## src/verilog/spu_host_pkg.sv

```systemverilog
// spu host bridge shared widths, flag word layout, bridge states and bus structs
package spu_host_pkg;

	// ============================================================
	// widths
	// ============================================================
	localparam int bus_addr_w      = 20;  // host byte address
	localparam int bus_data_w      = 32;  // host data path
	localparam int spu_addr_w      = 10;  // spu register index
	localparam int spu_data_w      = 16;  // spu register and sample data
	localparam int ctrl_window_bit = 13;  // high selects the control window
	localparam int ram_addr_max_w  = 18;  // widest sample ram word address

	// flag word bit positions
	localparam int flag_fifo_full_bit = 30;
	localparam int flag_int_bit       = 29;
	localparam int flag_dreq_bit      = 28;
	localparam int flag_run_bit       = 0;   // spu running, not held in reset

	// ============================================================
	// types
	// ============================================================
	typedef enum logic [1:0] {
		bus_idle,   // waiting for a host request
		bus_write,  // spu register write strobe
		bus_read    // spu register or flag read
	} bridge_state_e;

	typedef struct packed {
		logic [bus_addr_w-1:0] address;    // byte address
		logic [bus_data_w-1:0] writedata;
		logic                  read;       // held until accepted
		logic                  write;      // held until accepted
	} bus_req_t;

	typedef struct packed {
		logic                  waitrequest;
		logic                  readdatavalid;  // one pulse per read
		logic [bus_data_w-1:0] readdata;
	} bus_rsp_t;

	typedef struct packed {
		logic                  cs;
		logic                  rd;
		logic                  wr;
		logic [spu_addr_w-1:0] addr;   // register index, byte addr / 4
		logic [spu_data_w-1:0] din;
	} spu_strobe_t;

	typedef struct packed {
		logic spu_int;    // spu interrupt request
		logic spu_dreq;   // spu dma request
		logic fifo_full;  // spu transfer fifo full
	} spu_flags_t;

	typedef struct packed {
		logic [spu_data_w-1:0] left;
		logic [spu_data_w-1:0] right;
	} stereo_sample_t;

	typedef struct packed {
		logic [ram_addr_max_w-1:0] addr;   // word address, upper bits unused when narrower
		logic                      rd;
		logic                      wr;
		logic [spu_data_w-1:0]     wdata;
	} ram_req_t;

endpackage

```

## src/verilog/spu_control_regs.sv

```systemverilog
// spu run bit register and hold of the last valid stereo sample pair
`timescale 1ns/1ps

module spu_control_regs import spu_host_pkg::*; (
	input  logic           clk_sys,
	input  logic           reset,
	input  logic           run_we,      // write strobe from the bridge
	input  logic           run_val,     // new run bit value
	output logic           spu_run,     // 1 lets the spu run
	input  stereo_sample_t audio_in,    // sample pair from the spu
	input  logic           audio_valid, // audio_in is a new pair
	output stereo_sample_t audio_out
);

	logic           run_q;
	stereo_sample_t audio_q;

	// ============================================================
	// run bit
	// ============================================================
	always_ff @(posedge clk_sys or posedge reset) begin
		if (reset) begin
			run_q <= 1'b1;  // spu starts out running
		end else if (run_we) begin
			run_q <= run_val;
		end
	end

	// ============================================================
	// audio hold
	// ============================================================
	always_ff @(posedge clk_sys or posedge reset) begin
		if (reset) begin
			audio_q <= '0;
		end else if (audio_valid) begin
			audio_q <= audio_in;  // keep last valid pair otherwise
		end
	end

	assign spu_run   = run_q;
	assign audio_out = audio_q;

endmodule

```

## config.mk

```make
export PLATFORM = sky130hd
export DESIGN_NAME = spu_control_regs
export DESIGN_NICKNAME = d
export VERILOG_FILES = /design/src/verilog/spu_host_pkg.sv /design/src/verilog/spu_control_regs.sv
export SDC_FILE = /design/constraint.sdc
export NUM_CORES = 1
export LEC_CHECK = 0
export ABC_AREA = 1
export BUFFER_PORTS_ARGS = -buffer_cell sky130_fd_sc_hd__buf_2
export CORE_MARGIN = 2
export CORE_UTILIZATION = 40
export CTS_CLUSTER_DIAMETER = 30
export DETAILED_ROUTE_END_ITERATION = 8
export GPL_TIMING_DRIVEN = 1
export PLACE_DENSITY = 0.72
export SLEW_MARGIN = 20
export SYNTH_ARGS = -nofsm -noshare
export SYNTH_HDL_FRONTEND = slang
export SYNTH_SLANG_ARGS = --single-unit
```

## constraint.sdc

```tcl
create_clock -name clk_sys -period 1.3 [get_ports clk_sys]
set_clock_uncertainty 0.2 [all_clocks]
set_input_delay 0.13 -clock clk_sys [delete_from_list [all_inputs] [get_ports clk_sys]]
set_output_delay 0.13 -clock clk_sys [all_outputs]
set_load 0.05 [all_outputs]
```

==> reports/results.ini <==
[synthesis]
synth-seq-cells=33
synth_edf_count=0
synth.area.top_cells=dfrtp_1, nand2_1, nand2_2
postSynthCellCount=142
synth.distinct_cells=9
yosysWarnings=0
synth_ff_type=dfrtp_1
synth.most_common_cell=nand2_1
async_reset_ff_share_pct=100.0
synthesis.nets=179
yosys.area.top_type=dfrtp_1
yosys-top-cells-count=nand2_1, dfrtp_1, nand2_2
avgSynthCellArea_um2=9.419
synth.yosys.seq_area_share_pct=61.83
syn_area_um2=1338
netlist.area_leader.share_pct=59.87

[setup_path]
required_ns=0.97
worst_setup_path_start_kind=register
crit_path_max_fanout=2
worst-r2r-cell-count=3
critPathKind=register to primary output
critPathSlowestCell=dfstp_2
crit-reg2reg-capture=audio_out[28]
cp_top_family=flip-flops
critical_path_buf_inv_count=1
r2r_setup_slack_ns=0.38
path_cells=buf_8
cp_slowest_stage_delay_ns=0.56
crit_path_end_kind=primary output
rr_startpoint=audio_out[28]
worstPathArrival_ns=1.01

[cells_and_area]
fin_cells=295
areaGrowthSynthToFinish_pct=65.48
num_antenna_cells=0
finalNetCount=287
drive_above_1_share_pct=35.86

[power]
irDropWorstVdd_mv=0.6872
p_leak_nw=1.223
powerDensity_nw_per_um2=1156

[global_route]
grt_pass1_vias=1165
antenna_found_initial=0
grt_max_degree=34
grt_overflow=0
grt_use_total_pct=18.82
grt_pass1_wl_mm=5.043

[cts]
numCtsBuffers=5
cts.sinks=33
cts-root-buf=clkbuf_4
h-tree-depth=2
cts_tree=built
clock_latency_ns=0.31
clk_pin_slew_ns=0.10
cts_max_path_buffers=2

[floorplan]
core_um2=3128
die_h_um=61.83
die-width_um=61.83
rows=20
die_area_um2=3822
initial_core_util_pct=42.76
io_pins=70

[placement]
port_buffers=69
hpwl_mm=1.964
routabilityCongestion=0.6396
dpl.cell_count=250

[min_path]
hold_class=input port to asynchronous set/reset pin

[timing]
worst_hold_slack_ns=0.1875
max_freq_ghz=0.7452
tightest_slew_ns=0.2228
slew_viol_final=0
relSlewSlack_pct=85.14
finalSetupTns_ns=-0.04194
setup_slack_ns=-0.04194
grt_setup_unrepaired=yes
post-route-period-util_pct=103.2
min_period_ns=1.342
finalHoldViolCount=0
finalSetupViolCount=1

[drt]
wl_per_cell_um=11.74
remaining_drc_errors=0
dr.pass1.iters=4
viasPerCell=4.210
wirelength_mm=3.462
num_vias=1242
dr.first_iter.drc_count=57
ant_nets=0

[run]
maxCapViolCount=0

[run_status]
status=finished, violations left
violations=setup timing

==> cells in the final DEF, fill, tap and decap left out <==
cell type / instances
nand2_1: 89
dlygate4sd3_1: 36
buf_2: 35
dfrtp_1: 32
buf_4: 20
clkbuf_4: 16
nand2_2: 10
buf_6: 3
inv_1: 2
clkbuf_1: 2
buf_12: 2
inv_8: 1
clkbuf_8: 1
buf_8: 1
dfstp_2: 1
==> per-stage QoR <==
stage          setup slack, ns  util (%)  power [mW]  cell area [µm²]
2_1_floorplan           0.2387         -       1.667             1338
3_3_place_gp            0.2182     53.80       1.828             1683
3_5_place_dp            0.2162     53.80       1.836             1683
4_1_cts               -0.05399     68.00       2.513             2127
5_1_grt               -0.08336     70.76       2.684             2213
6_report              -0.04194     70.76       2.558             2213
==> flip-flops by register name (all words and copies together) (netlist names) <==
register and cells:
spu_run 1, audio_out 32
==> worst max-delay path by stage <==
stage | startpoint | slack (ns) | endpoint | cells past startpoint
final | spu_run | -0.04 | spu_run | 1
after global routing | spu_run | -0.08 | spu_run | 1
after CTS | spu_run | -0.05 | spu_run | 1
after detailed placement | spu_run | 0.22 | spu_run | 1
after global placement | spu_run | 0.22 | spu_run | 1
after floorplan | spu_run | 0.24 | spu_run | 2
==> layer usage <==
layer	wire length [µm]	track usage [%]	up-vias
met2	1799	33.53	54
li1	-	-	637
met3	199	5.176	5
met5	0	0	-
met1	1434	21.36	546
met4	29	7.295	0
==> kinds of logic (layout without fill, tap and decap cells) <==
group | Yosys count | count (layout) | share of synthesized area [%]
simple gates | 99 | 99 | 29.65
flops | 33 | 33 | 61.83
buf+inv | 10 | 119 | 8.513
==> power by group <==
part           internal, mW  total [mW]  switching [mW]
clock network         0.267       0.581           0.314
registers              1.12        1.18          0.0609
logic                 0.292       0.797           0.505
==> what timing repair did <==
action,in CTS,in global routing
setup buffers,0,1
endpoints found under the hold margin,66,0
hold buffers,36,0
gates resized for setup,9,46
endpoints found under the setup margin,7,29
==> cell type report <==
| class | instances | area, µm² |
|---|---|---|
| clock buffer | 8 | 58.81 |
| timing repair buffer | 108 | 857.1 |
| sequential | 33 | 827.0 |
| fill | 238 | 914.6 |
| tap | 44 | 55.05 |
| inverter | 3 | 18.77 |
| multi-input combinational | 99 | 396.6 |
(Power assumes the default switching activity.)
