$ cat src/verilog/spu_host_pkg.sv
// spu host bridge shared widths, flag word layout, bridge states and bus structs
package spu_host_pkg;

	// ============================================================
	// widths
	// ============================================================
	localparam int bus_addr_w      = 20;  // host byte address
	localparam int bus_data_w      = 32;  // host data path
	localparam int spu_addr_w      = 10;  // spu register index
	localparam int spu_data_w      = 16;  // spu register and sample data
	localparam int ctrl_window_bit = 13;  // high selects the control window
	localparam int ram_addr_max_w  = 18;  // widest sample ram word address

	// flag word bit positions
	localparam int flag_fifo_full_bit = 30;
	localparam int flag_int_bit       = 29;
	localparam int flag_dreq_bit      = 28;
	localparam int flag_run_bit       = 0;   // spu running, not held in reset

	// ============================================================
	// types
	// ============================================================
	typedef enum logic [1:0] {
		bus_idle,   // waiting for a host request
		bus_write,  // spu register write strobe
		bus_read    // spu register or flag read
	} bridge_state_e;

	typedef struct packed {
		logic [bus_addr_w-1:0] address;    // byte address
		logic [bus_data_w-1:0] writedata;
		logic                  read;       // held until accepted
		logic                  write;      // held until accepted
	} bus_req_t;

	typedef struct packed {
		logic                  waitrequest;
		logic                  readdatavalid;  // one pulse per read
		logic [bus_data_w-1:0] readdata;
	} bus_rsp_t;

	typedef struct packed {
		logic                  cs;
		logic                  rd;
		logic                  wr;
		logic [spu_addr_w-1:0] addr;   // register index, byte addr / 4
		logic [spu_data_w-1:0] din;
	} spu_strobe_t;

	typedef struct packed {
		logic spu_int;    // spu interrupt request
		logic spu_dreq;   // spu dma request
		logic fifo_full;  // spu transfer fifo full
	} spu_flags_t;

	typedef struct packed {
		logic [spu_data_w-1:0] left;
		logic [spu_data_w-1:0] right;
	} stereo_sample_t;

	typedef struct packed {
		logic [ram_addr_max_w-1:0] addr;   // word address, upper bits unused when narrower
		logic                      rd;
		logic                      wr;
		logic [spu_data_w-1:0]     wdata;
	} ram_req_t;

endpackage

$ cat src/verilog/spu_bus_bridge.sv
// memory-mapped host slave that turns reads and writes into spu register strobes
`timescale 1ns/1ps

module spu_bus_bridge import spu_host_pkg::*; (
	input  logic        clk_sys,
	input  logic        reset,
	input  bus_req_t    bus_req,     // host request
	output bus_rsp_t    bus_rsp,     // host response
	output spu_strobe_t spu_strobe,  // to the external spu
	input  logic [spu_data_w-1:0] spu_dout,
	input  spu_flags_t  spu_flags,
	input  logic        spu_run,     // current run bit from control regs
	output logic        run_we,      // one cycle write of the run bit
	output logic        run_val
);

	bridge_state_e         state;
	logic                  phase;       // 0 first busy cycle, 1 second
	logic                  ctrl_sel;    // current read targets the flag word
	logic                  wait_q;
	logic                  rvalid_q;
	logic [bus_data_w-1:0] rdata_q;
	spu_strobe_t           strobe_q;
	logic                  run_we_q;
	logic                  run_val_q;

	logic                  ctrl_hit;    // request falls in control window
	logic [spu_addr_w-1:0] spu_reg_addr;
	logic [bus_data_w-1:0] flag_word;

	// ============================================================
	// request decode and flag word
	// ============================================================
	assign ctrl_hit     = bus_req.address[ctrl_window_bit];
	assign spu_reg_addr = bus_req.address[spu_addr_w+1:2];  // byte to word index

	always_comb begin
		flag_word = '0;
		flag_word[flag_fifo_full_bit] = spu_flags.fifo_full;
		flag_word[flag_int_bit]       = spu_flags.spu_int;
		flag_word[flag_dreq_bit]      = spu_flags.spu_dreq;
		flag_word[flag_run_bit]       = spu_run;
	end

	// ============================================================
	// bus state machine
	// ============================================================
	always_ff @(posedge clk_sys or posedge reset) begin
		if (reset) begin
			state     <= bus_idle;
			phase     <= 1'b0;
			ctrl_sel  <= 1'b0;
			wait_q    <= 1'b1;   // busy until reset is gone
			rvalid_q  <= 1'b0;
			rdata_q   <= '0;
			strobe_q  <= '0;
			run_we_q  <= 1'b0;
			run_val_q <= 1'b0;
		end else begin
			run_we_q <= 1'b0;  // single cycle pulse
			case (state)
				bus_idle: begin
					wait_q      <= 1'b0;
					rvalid_q    <= 1'b0;
					phase       <= 1'b0;
					strobe_q.cs <= 1'b0;
					strobe_q.rd <= 1'b0;
					strobe_q.wr <= 1'b0;
					if (bus_req.write) begin
						if (ctrl_hit) begin
							run_we_q  <= 1'b1;                // run bit, no strobe, no wait
							run_val_q <= bus_req.writedata[0];
						end else begin
							strobe_q.addr <= spu_reg_addr;
							strobe_q.din  <= bus_req.writedata[spu_data_w-1:0];
							wait_q        <= 1'b1;
							state         <= bus_write;
						end
					end else if (bus_req.read) begin
						ctrl_sel      <= ctrl_hit;
						strobe_q.addr <= spu_reg_addr;
						wait_q        <= !ctrl_hit;  // flag reads never stall
						state         <= bus_read;
					end
				end

				bus_write: begin
					if (!phase) begin
						phase       <= 1'b1;
						strobe_q.cs <= 1'b1;  // write strobe for one cycle
						strobe_q.wr <= 1'b1;
					end else begin
						phase       <= 1'b0;
						strobe_q.cs <= 1'b0;
						strobe_q.wr <= 1'b0;
						wait_q      <= 1'b0;  // drop before going idle
						state       <= bus_idle;
					end
				end

				bus_read: begin
					if (!phase) begin
						phase <= 1'b1;
						if (!ctrl_sel) begin
							strobe_q.cs <= 1'b1;  // read strobe for one cycle
							strobe_q.rd <= 1'b1;
						end
					end else begin
						phase       <= 1'b0;
						strobe_q.cs <= 1'b0;
						strobe_q.rd <= 1'b0;
						wait_q      <= 1'b0;
						rvalid_q    <= 1'b1;  // one valid pulse per read
						rdata_q     <= ctrl_sel ? flag_word : {spu_dout, spu_dout};
						state       <= bus_idle;
					end
				end

				default: state <= bus_idle;
			endcase
		end
	end

	// ============================================================
	// outputs
	// ============================================================
	assign bus_rsp.waitrequest   = wait_q;
	assign bus_rsp.readdatavalid = rvalid_q;
	assign bus_rsp.readdata      = rdata_q;
	assign spu_strobe            = strobe_q;
	assign run_we                = run_we_q;
	assign run_val               = run_val_q;

endmodule

$ cat config.mk
export PLATFORM = sky130hd
export DESIGN_NAME = spu_bus_bridge
export DESIGN_NICKNAME = d
export VERILOG_FILES = /design/src/verilog/spu_host_pkg.sv /design/src/verilog/spu_bus_bridge.sv
export SDC_FILE = /design/constraint.sdc
export NUM_CORES = 1
export LEC_CHECK = 0
export ABC_CLOCK_PERIOD_IN_PS = 1700
export BUFFER_PORTS_ARGS = -buffer_cell sky130_fd_sc_hd__clkbuf_2
export CORE_MARGIN = 10
export CORE_UTILIZATION = 40
export CTS_CLUSTER_SIZE = 28
export DETAILED_ROUTE_END_ITERATION = 10
export GPL_TIMING_DRIVEN = 0
export MAX_ROUTING_LAYER = met4
export PLACE_DENSITY = 0.76
export SETUP_SLACK_MARGIN = 0.3
export SLEW_MARGIN = 20
export SYNTH_ARGS = -nofsm -noshare
export SYNTH_HDL_FRONTEND = slang
export SYNTH_SLANG_ARGS = --single-unit
$ cat constraint.sdc
create_clock -name clk_sys -period 1.7 [get_ports clk_sys]
set_input_delay 0.34 -clock clk_sys [delete_from_list [all_inputs] [get_ports clk_sys]]
set_output_delay 0.34 -clock clk_sys [all_outputs]
set_load 0.02 [all_outputs]
==> flow_summary.yaml, run 1 <==
job:
  maxCapViolCount: 0
synthesis:
  syn_area_per_cell_sq_um: 11.6
  synthArstFlopShare: 1.00
  synth-edff-count: 0
  synth_ff_type: "dfrtp_1"
  syn_area_sq_um: 2510
  synth.area.top_cells: "dfrtp_1 56%, mux2_2 13%, nand2b_1 5.0%"
  syn_nets: 298
  postSynthCellCount: 216
  yosysTopAreaCellShare: 0.557
  seq_area_frac_synth: 0.568
  yosysMostFrequentCell: "dfrtp_1"
  synth_commonest_cells: "56 x dfrtp_1, 29 x mux2_2, 25 x nand2_1, 21 x o21ai_0, 20 x nand2b_1"
  ys_ff_latch: 57
  yosys.area.top_type: "dfrtp_1"
  yosys_warnings: 0
  synth_cell_types: 25
min_path:
  hold_path_class: "primary input to asynchronous set/reset pin"
drt:
  drt_pass1_iterations: 4
  ant_nets: 0
  routed_via_density: 4.70
  first_iter_violations: 41
  vias: 2031
  drc_errors: 0
  avgRoutedWirePerCell_microns: 15.6
  wl_mm: 6.74
final_layout:
  n_antenna_cell: 0
  nets: 434
  final_cells: 432
  drive_above_1_share: 0.557
  area_delta_synth_final_pct: 41.6
  fill_cells: 525
floorplan:
  die_y_microns: 99.3
  die-area_sq_um: 9860
  row_count: 28
  fp.dieW_microns: 99.3
  core_area_sq_um: 6030
  start_util: 0.417
  num_io_pins: 141
placement:
  port_buffers: 115
  dp_hpwl_mm: 5.24
  gp_congestion: 0.779
  place_inst: 407
clock_network:
  hold_buffers: 0
  numCtsBuffers: 9
  clk_pin_slew_ns: 0.07
  insertion_delay_ns: 0.33
  h-tree-depth: 3
  cts_sinks: 57
  cts_tree: "done"
  clock_path_buffers: 2
  cts-root-buf: "clkbuf_8"
timing:
  slew_headroom: 0.562
  period_share: 0.840
  max_slew.worst_pin.slew_ns: 0.656
  finClkSkew_ns: 0.00508
  min_period_ns: 1.43
  rsz0062_at_grt: "true"
  fmax_mhz: 700
  setup_viol: 0
  fin_tns_setup_ns: 0
  finalMaxSlewViolations: 0
  hold_viol: 0
global_routing:
  gr-max-usage-layer: "met2"
  grt.met1_usage: 0.164
  grt_pass1_vias: 2272
  antenna_found_initial: 0
  track_usage: 0.142
  grt_pass1_wl_mm: 11.0
  grt_remaining_overflow: 0
  met3_usage: 0.0637
  grtUsageMet2: 0.208
  grt_max_degree: 30
status:
  status: "finished clean"
setup_path:
  worstPathRequired_ns: 1.91
  crit_path_end_kind: "flop"
  critPathArrivalTime_ns: 1.64
  cp-start-kind: "flop"
  path_max_fanout: 10
  critical_path_class: "flop to flop"
power:
  power_frac_seq: 0.331
  p_per_area_nw_per_um2: 2000
  sw_frac_of_total: 0.409
  power.leakage_uw: 0.00184
  pwr-share-clk: 0.162
  ir_worst_vdd_uv: 987
  power_switching_uw: 2920
  pwr-share-comb: 0.507
  p_int_uw: 4220
## cells by family after synthesis
family / synth area share
DFF: 0.568
and+or+nand+nor: 0.110
AOI/OAI and AO/OA: 0.0896
buffers and inverters: 0.0692
muxes: 0.134
adders and majority gates: 0.0298
## worst max-delay path: stages (launching register included)
cell and delay, ns:
dfrtp_1 0.37, inv_2 0.08, ha_4 0.16, buf_8 0.13
nand3b_4 0.10, buf_8 0.14, mux2_2 0.33
## sequential cells by signal, indices dropped and copies added (netlist names)
register / count
ctrl_sel: 1
run_val: 1
phase: 1
spu_strobe: 29
wait_q: 1
run_we: 1
rvalid_q: 1
state: 2
rdata_q: 20
## timing repair
action	4_1_cts	5_1_grt
setup buffers	6	3
setup endpoints to repair	51	47
resized for setup	13	19
## routing by layer
metal  share of wire  vias to the layer above
li1                -                      988
met2            0.45                       93
met5               0                        -
met3           0.098                       10
met4           0.016                        0
met1            0.44                      940
## cells in the final DEF (no fill, tap or decap), types with 2 or more instances in the layout
| cell type | n |
|---|---|
| nand2_1 | 24 |
| clkinv_2 | 3 |
| inv_1 | 5 |
| dfrtp_1 | 55 |
| buf_6 | 5 |
| buf_4 | 22 |
| inv_2 | 2 |
| nand2b_1 | 20 |
| o21ai_0 | 20 |
| nor2_1 | 3 |
| mux2_2 | 29 |
| a41oi_1 | 4 |
| a21oi_1 | 6 |
| nor2b_1 | 3 |
| clkbuf_1 | 4 |
| buf_8 | 3 |
| ha_1 | 5 |
| clkbuf_2 | 113 |
| clkbuf_8 | 12 |
## layout make-up
cell class	instances	area, sq um	area share
Buffer	23	184	0.0517
Clock buffer	13	169	0.0474
Clock inverter	3	15.0	0.00422
Inverter	8	33.8	0.00949
Multi-Input combinational cell	128	950	0.267
Sequential cell	57	1430	0.401
Tap cell	75	93.8	0.0264
Timing Repair Buffer	125	687	0.193
## stage by stage
step / utilization / hold slack (ns) / power [uW] / worst slack [ns] / instance area [sq um]
final: 0.591 / 0.0798 / 7140 / 0.272 / 3560
after global routing: 0.591 / 0.113 / 7680 / 0.206 / 3560
after CTS: 0.583 / 0.0850 / 7140 / 0.260 / 3510
after detailed placement: 0.538 / 0.455 / 5800 / 0.111 / 3240
after global placement: 0.534 / 0.463 / 5690 / 0.153 / 3220
after floorplan: - / 0.426 / 4630 / 0.260 / 2550
## path summary, 6_finish.rpt
| kind | startpoint | to | slack, ns | depth (start not counted) |
|---|---|---|---|---|
| setup / recovery | state[0] | spu_strobe[3] | 0.27 | 6 |
| hold / removal | reset | spu_strobe[22] | 0.08 | 2 |
| setup reg to reg | state[0] | spu_strobe[3] | 0.27 | 6 |
| hold reg to reg | rdata_q[12] | rdata_q[12] | 0.48 | 2 |
| max in group asynchronous | reset | wait_q | 0.99 | 3 |
| min in group clk_sys | bus_req[45] | spu_strobe[25] | 0.24 | 2 |
## power groups by stage
stage	clock (uW)	sequential, uW	combinational [uW]
finish	1150	2360	3620
global route	1270	2460	3950
CTS	1190	2370	3580
detailed placement	0	2400	3400
global placement	0	2360	3330
floorplan	0	3040	1590
(Power assumes the default switching activity.)
==> run 2: changes to the inputs <==
--- a/config.mk
+++ b/config.mk
@@ -5,15 +5,15 @@
 export SDC_FILE = /design/constraint.sdc
 export NUM_CORES = 1
 export LEC_CHECK = 0
-export ABC_CLOCK_PERIOD_IN_PS = 1700
+export ABC_CLOCK_PERIOD_IN_PS = 1500
 export BUFFER_PORTS_ARGS = -buffer_cell sky130_fd_sc_hd__clkbuf_2
 export CORE_MARGIN = 10
-export CORE_UTILIZATION = 40
+export CORE_UTILIZATION = 44
 export CTS_CLUSTER_SIZE = 28
 export DETAILED_ROUTE_END_ITERATION = 10
 export GPL_TIMING_DRIVEN = 0
 export MAX_ROUTING_LAYER = met4
-export PLACE_DENSITY = 0.76
+export PLACE_DENSITY = 0.8
 export SETUP_SLACK_MARGIN = 0.3
 export SLEW_MARGIN = 20
 export SYNTH_ARGS = -nofsm -noshare
==> constraint.sdc (replaced) <==
create_clock -name clk_sys -period 1.5 [get_ports clk_sys]
set_input_delay 0.3 -clock clk_sys [delete_from_list [all_inputs] [get_ports clk_sys]]
set_output_delay 0.3 -clock clk_sys [all_outputs]
set_load 0.02 [all_outputs]
==> run 2 against run 1 <==
  * Sequential share of layout area shrank 7.9 points
  * Fmax shrank 0.86%
  * Combinational power grew 70%
  * Clock power grew 24%
  * First-iteration DRC count grew 110%
  * Via count grew 12%
  * Critical path type unchanged
  * Highest routed layer unchanged
==> flow_summary.yaml, run 2 (synthesis gave the netlist of run 1 again) <==
timing:
  min_period_ns: 1.44
  max_slew.worst_pin.slew_ns: 0.622
  rsz0062_at_grt: "true"
  fin_tns_setup_ns: 0
  finalMaxSlewViolations: 0
  fmax_mhz: 694
  setup_viol: 0
  period_share: 0.960
  hold_viol: 0
  setup_ws_ns: 0.0601
  timing.hold.ws_ns: 0.0293
  slew_headroom: 0.584
  finClkSkew_ns: 0.00567
floorplan:
  row_count: 27
  die-area_sq_um: 9140
  num_io_pins: 141
  fp.dieW_microns: 95.6
  start_util: 0.454
  core_area_sq_um: 5540
  die_y_microns: 95.6
power:
  p_per_area_nw_per_um2: 2360
  power.leakage_uw: 0.00219
  ir_worst_vdd_uv: 1270
final_layout:
  nets: 461
  layout_common_cells: "55 x clkbuf_2, 54 x buf_6, 54 x dfrtp_1, 33 x buf_4"
  utilization: 0.800
  area_delta_synth_final_pct: 76.3
  multi_input_area_sq_um: 1100
  fin_area_sq_um: 4430
  drive_above_1_share: 0.629
  seq_area_sq_um: 1430
  largest_reg_flops: 29
  n_antenna_cell: 0
  fill_cells: 322
  final_common_cell: "clkbuf_2"
status:
  status: "finished clean"
drt:
  drt_pass1_iterations: 4
  ant_nets: 0
  vias: 2268
  routed_via_density: 4.98
  first_iter_violations: 86
  avgRoutedWirePerCell_microns: 18.1
  wl_mm: 8.22
  drc_errors: 0
setup_path:
  path_max_fanout: 10
  crit_path_end_kind: "flop"
  worstPathCellList: "inv_2, ha_4, buf_12, nand3b_4, buf_8, mux2_2"
  worstPathRequired_ns: 1.71
  cp-start-kind: "flop"
  slowest_stage: "dfrtp_1"
  slowest_delay_ns: 0.37
  critPathArrivalTime_ns: 1.65
  critical_path_class: "flop to flop"
clock_network:
  clk_pin_slew_ns: 0.07
  insertion_delay_ns: 0.33
  h-tree-depth: 3
  hold_buffers: 0
  cts_tree: "done"
  clock_path_buffers: 2
  cts_sinks: 57
  numCtsBuffers: 9
  cts-root-buf: "clkbuf_8"
global_routing:
  grt_pass1_vias: 2255
  antenna_found_initial: 0
  grt_remaining_overflow: 0
  grt_max_degree: 31
  grt_pass1_wl_mm: 10.8
  track_usage: 0.158
min_path:
  hold_path_class: "primary input to asynchronous set/reset pin"
placement:
  place_area_sq_um: 3280
  gp_congestion: 0.784
  port_buffers: 115
  dp_slack_ns: -0.0967
  dp_hpwl_mm: 5.09
job:
  maxCapViolCount: 0
[run 2: cell type report]
type	count	share of cell area
plain buffers	23	0.0624
clock buffers	12	0.0350
clock inverters	3	0.00903
inverters	8	0.00819
multi-input cells	129	0.247
flip-flops and latches	57	0.323
well taps	72	0.0203
repair buffers	151	0.295
[run 2: final timing paths]
| check | from | cells past startpoint | endpoint | slack, ns |
|---|---|---|---|---|
| worst min-delay path | reset | 2 | rdata_q[12] | 0.03 |
| worst min register to register | rdata_q[13] | 2 | rdata_q[13] | 0.49 |
| worst max-delay path | state[0] | 6 | spu_strobe[5] | 0.06 |
| worst max register to register | state[0] | 6 | spu_strobe[5] | 0.06 |
| min in group clk_sys | spu_dout[1] | 3 | rdata_q[17] | 0.19 |
| max in group asynchronous | reset | 3 | wait_q | 0.86 |
[run 2: stage by stage]
step,cells,total power [uW]
final,455,10500
after global routing,455,11000
after CTS,438,9020
after detailed placement,404,6680
after global placement,403,6530
after floorplan,216,5360
[run 2: per-layer routing]
| layer | vias to the layer above | global-route usage | wire, microns |
|---|---|---|---|
| met1 | 1117 | 0.171 | 3050 |
| met5 | - | - | 0 |
| li1 | 1042 | - | - |
| met3 | 21 | 0.0448 | 642 |
| met4 | 0 | 0.0676 | 179 |
| met2 | 88 | 0.264 | 4350 |
[run 2: power by group]
group          internal (uW)  total (uW)  switching (uW)
Combinational           3450        6170            2730
Sequential              2260        2860             601
Clock                    843        1430             589
[run 2: repair_timing]
action                     in CTS  in global routing
buffers inserted               15                 17
setup endpoints to repair      73                117
hold endpoints to repair        0                  0
pin swaps                       1                  1
resized for setup              66                184
cloned                          4                  0
[run 2: worst max-delay path: cells and delay by family (launching register included)]
kind / cells / cell delay, ns
adder cells (fa/ha/maj): 1 / 0.16
buffers and inverters: 3 / 0.35
flip-flops: 1 / 0.37
multiplexers: 1 / 0.34
AND/OR/NAND/NOR: 1 / 0.09
==> run 3: changes to the inputs <==
--- a/config.mk
+++ b/config.mk
@@ -8,12 +8,13 @@
 export ABC_CLOCK_PERIOD_IN_PS = 1500
 export BUFFER_PORTS_ARGS = -buffer_cell sky130_fd_sc_hd__clkbuf_2
 export CORE_MARGIN = 10
-export CORE_UTILIZATION = 44
+export CORE_UTILIZATION = 46
+export CTS_BUF_LIST = sky130_fd_sc_hd__clkbuf_4 sky130_fd_sc_hd__clkbuf_8
 export CTS_CLUSTER_SIZE = 28
 export DETAILED_ROUTE_END_ITERATION = 10
 export GPL_TIMING_DRIVEN = 0
 export MAX_ROUTING_LAYER = met4
-export PLACE_DENSITY = 0.8
+export PLACE_DENSITY = 0.83
 export SETUP_SLACK_MARGIN = 0.3
 export SLEW_MARGIN = 20
 export SYNTH_ARGS = -nofsm -noshare
==> run 3 against run 2 <==
  * The flow now finishes with violations (negative setup slack)
  * Die area down 3.4%
  * First-iteration DRC count up 130%
  * Power up 11%
  * Via count up 15%
  * Sequential share of layout area down 2.5 points
  * Worst hold slack better by 0.17 ns
  * Critical path type unchanged
==> flow_summary.yaml, run 3 (synthesis gave the netlist of run 1 again) <==
final_layout:
  fin_area_sq_um: 4800
  largest_reg_flops: 29
  final_cells: 478
  nets: 485
  final_common_cell: "clkbuf_2"
  drive_above_1_share: 0.708
  n_antenna_cell: 0
  layout_common_cells: "60 x clkbuf_2, 55 x dfrtp_1, 53 x buf_6, 51 x buf_4, 22 x buf_8"
  area_delta_synth_final_pct: 91.0
placement:
  place_inst: 403
  dp_hpwl_mm: 5.25
  dp_slack_ns: -0.0797
  gp_congestion: 0.734
  place_area_sq_um: 3310
  port_buffers: 115
timing:
  finClkSkew_ns: 0.0107
  hold_viol: 0
  timing.hold.ws_ns: 0.202
  rsz0062_at_grt: "true"
  finalMaxSlewViolations: 0
  max_slew.worst_pin.slew_ns: 0.723
  slew_headroom: 0.517
  setup_ws_ns: -0.0160
  period_share: 1.01
  setup_viol: 6
  fmax_mhz: 660
  min_period_ns: 1.52
global_routing:
  grtUsageMet2: 0.326
  gr-max-usage-layer: "met2"
  met3_usage: 0.0424
  grt_pass1_wl_mm: 12.3
  track_usage: 0.185
  antenna_found_initial: 0
  grt_pass1_vias: 2374
  grt_remaining_overflow: 0
  grt_max_degree: 23
  grt.met1_usage: 0.196
drt:
  first_iter_violations: 199
  ant_nets: 0
  drt_pass1_iterations: 4
  routed_via_density: 5.47
  wl_mm: 12.1
  drc_errors: 0
  avgRoutedWirePerCell_microns: 25.3
  vias: 2617
floorplan:
  die-area_sq_um: 8820
  row_count: 26
  die_y_microns: 93.9
  start_util: 0.483
  core_area_sq_um: 5200
  num_io_pins: 141
  fp.dieW_microns: 93.9
clock_network:
  cts-root-buf: "clkbuf_8"
  insertion_delay_ns: 0.33
  numCtsBuffers: 9
  cts_sinks: 57
  h-tree-depth: 3
  clk_pin_slew_ns: 0.07
  cts_tree: "done"
  clock_path_buffers: 2
status:
  status: "finished, violations left"
  violations: "negative setup slack"
min_path:
  hold_path_class: "primary input to flop"
setup_path:
  critPathArrivalTime_ns: 1.73
  crit_path_end_kind: "flop"
  worstPathRequired_ns: 1.71
  cp-start-kind: "flop"
  r2r_slack_ns: -0.02
  critical_path_class: "flop to flop"
  path_max_fanout: 4
job:
  maxCapViolCount: 0
power:
  sw_frac_of_total: 0.401
  ir_worst_vdd_uv: 1480
  power.leakage_uw: 0.00238
  p_per_area_nw_per_um2: 2430
  pwr-share-clk: 0.141
  p_int_uw: 6980
  power_switching_uw: 4680
  power_frac_seq: 0.252
  pwr-share-comb: 0.607
[run 3: cell types whose count changed in the layout (fill, tap and decap cells not counted), sizes merged]
cell | before | now
buf | 117 | 132
clkbuf | 69 | 80
clkinv | 2 | 0
dlygate4sd3 | 0 | 1
[run 3: layout make-up]
class,count,area (sq um)
fill,161,400
clock inverter,1,30.0
inverter,8,33.8
tap,70,87.6
clock buffer,15,200
multi-input combinational,129,1230
sequential,57,1430
timing repair buffer,175,1530
buffer,23,273
[run 3: worst paths after layout]
kind,startpoint,endpoint,cells after the start
min in group asynchronous,reset,spu_strobe[18],4
max in group asynchronous,reset,phase,5
setup / recovery,state[0],state[0],5
hold / removal,bus_req[15],spu_strobe[13],2
hold reg to reg,spu_strobe[10],spu_strobe[10],1
setup reg to reg,state[0],state[0],5
[run 3: timing repair]
action	4_1_cts	5_1_grt
hold buffers	1	0
setup buffers	19	33
cloned	5	1
endpoints found under the hold margin	14	0
resized for setup	71	206
setup endpoints to repair	68	132
pin swaps	8	19
[run 3: worst max-delay path: stages (launching register included)]
cell	delay, ns
dfrtp_1	0.39
inv_2	0.08
ha_1	0.37
nand2b_1	0.15
and2_4	0.19
a32o_1	0.22
[run 3: metal layers]
metal / vias to the layer above / wire, microns
met5: - / 0
met2: 176 / 6230
met1: 1303 / 4510
met4: 0 / 565
li1: 1094 / -
met3: 44 / 783
[run 3: stage by stage]
stage / TNS [ns] / util / power (uW)
final: -0.0582 / 0.923 / 11700
after global routing: -1.70 / 0.923 / 12100
after CTS: 0 / 0.782 / 9310
after detailed placement: -1.21 / 0.636 / 6700
after global placement: -0.524 / 0.625 / 6530
after floorplan: 0 / - / 5360
[run 3: power by group through the flow]
stage          sequential [uW]  clock, uW  combinational [uW]
6_report                  2940       1640                7080
5_1_grt                   2970       1710                7380
4_1_cts                   2700       1610                4990
3_5_place_dp              2720          0                3980
3_3_place_gp              2670          0                3850
2_1_floorplan             3450          0                1910
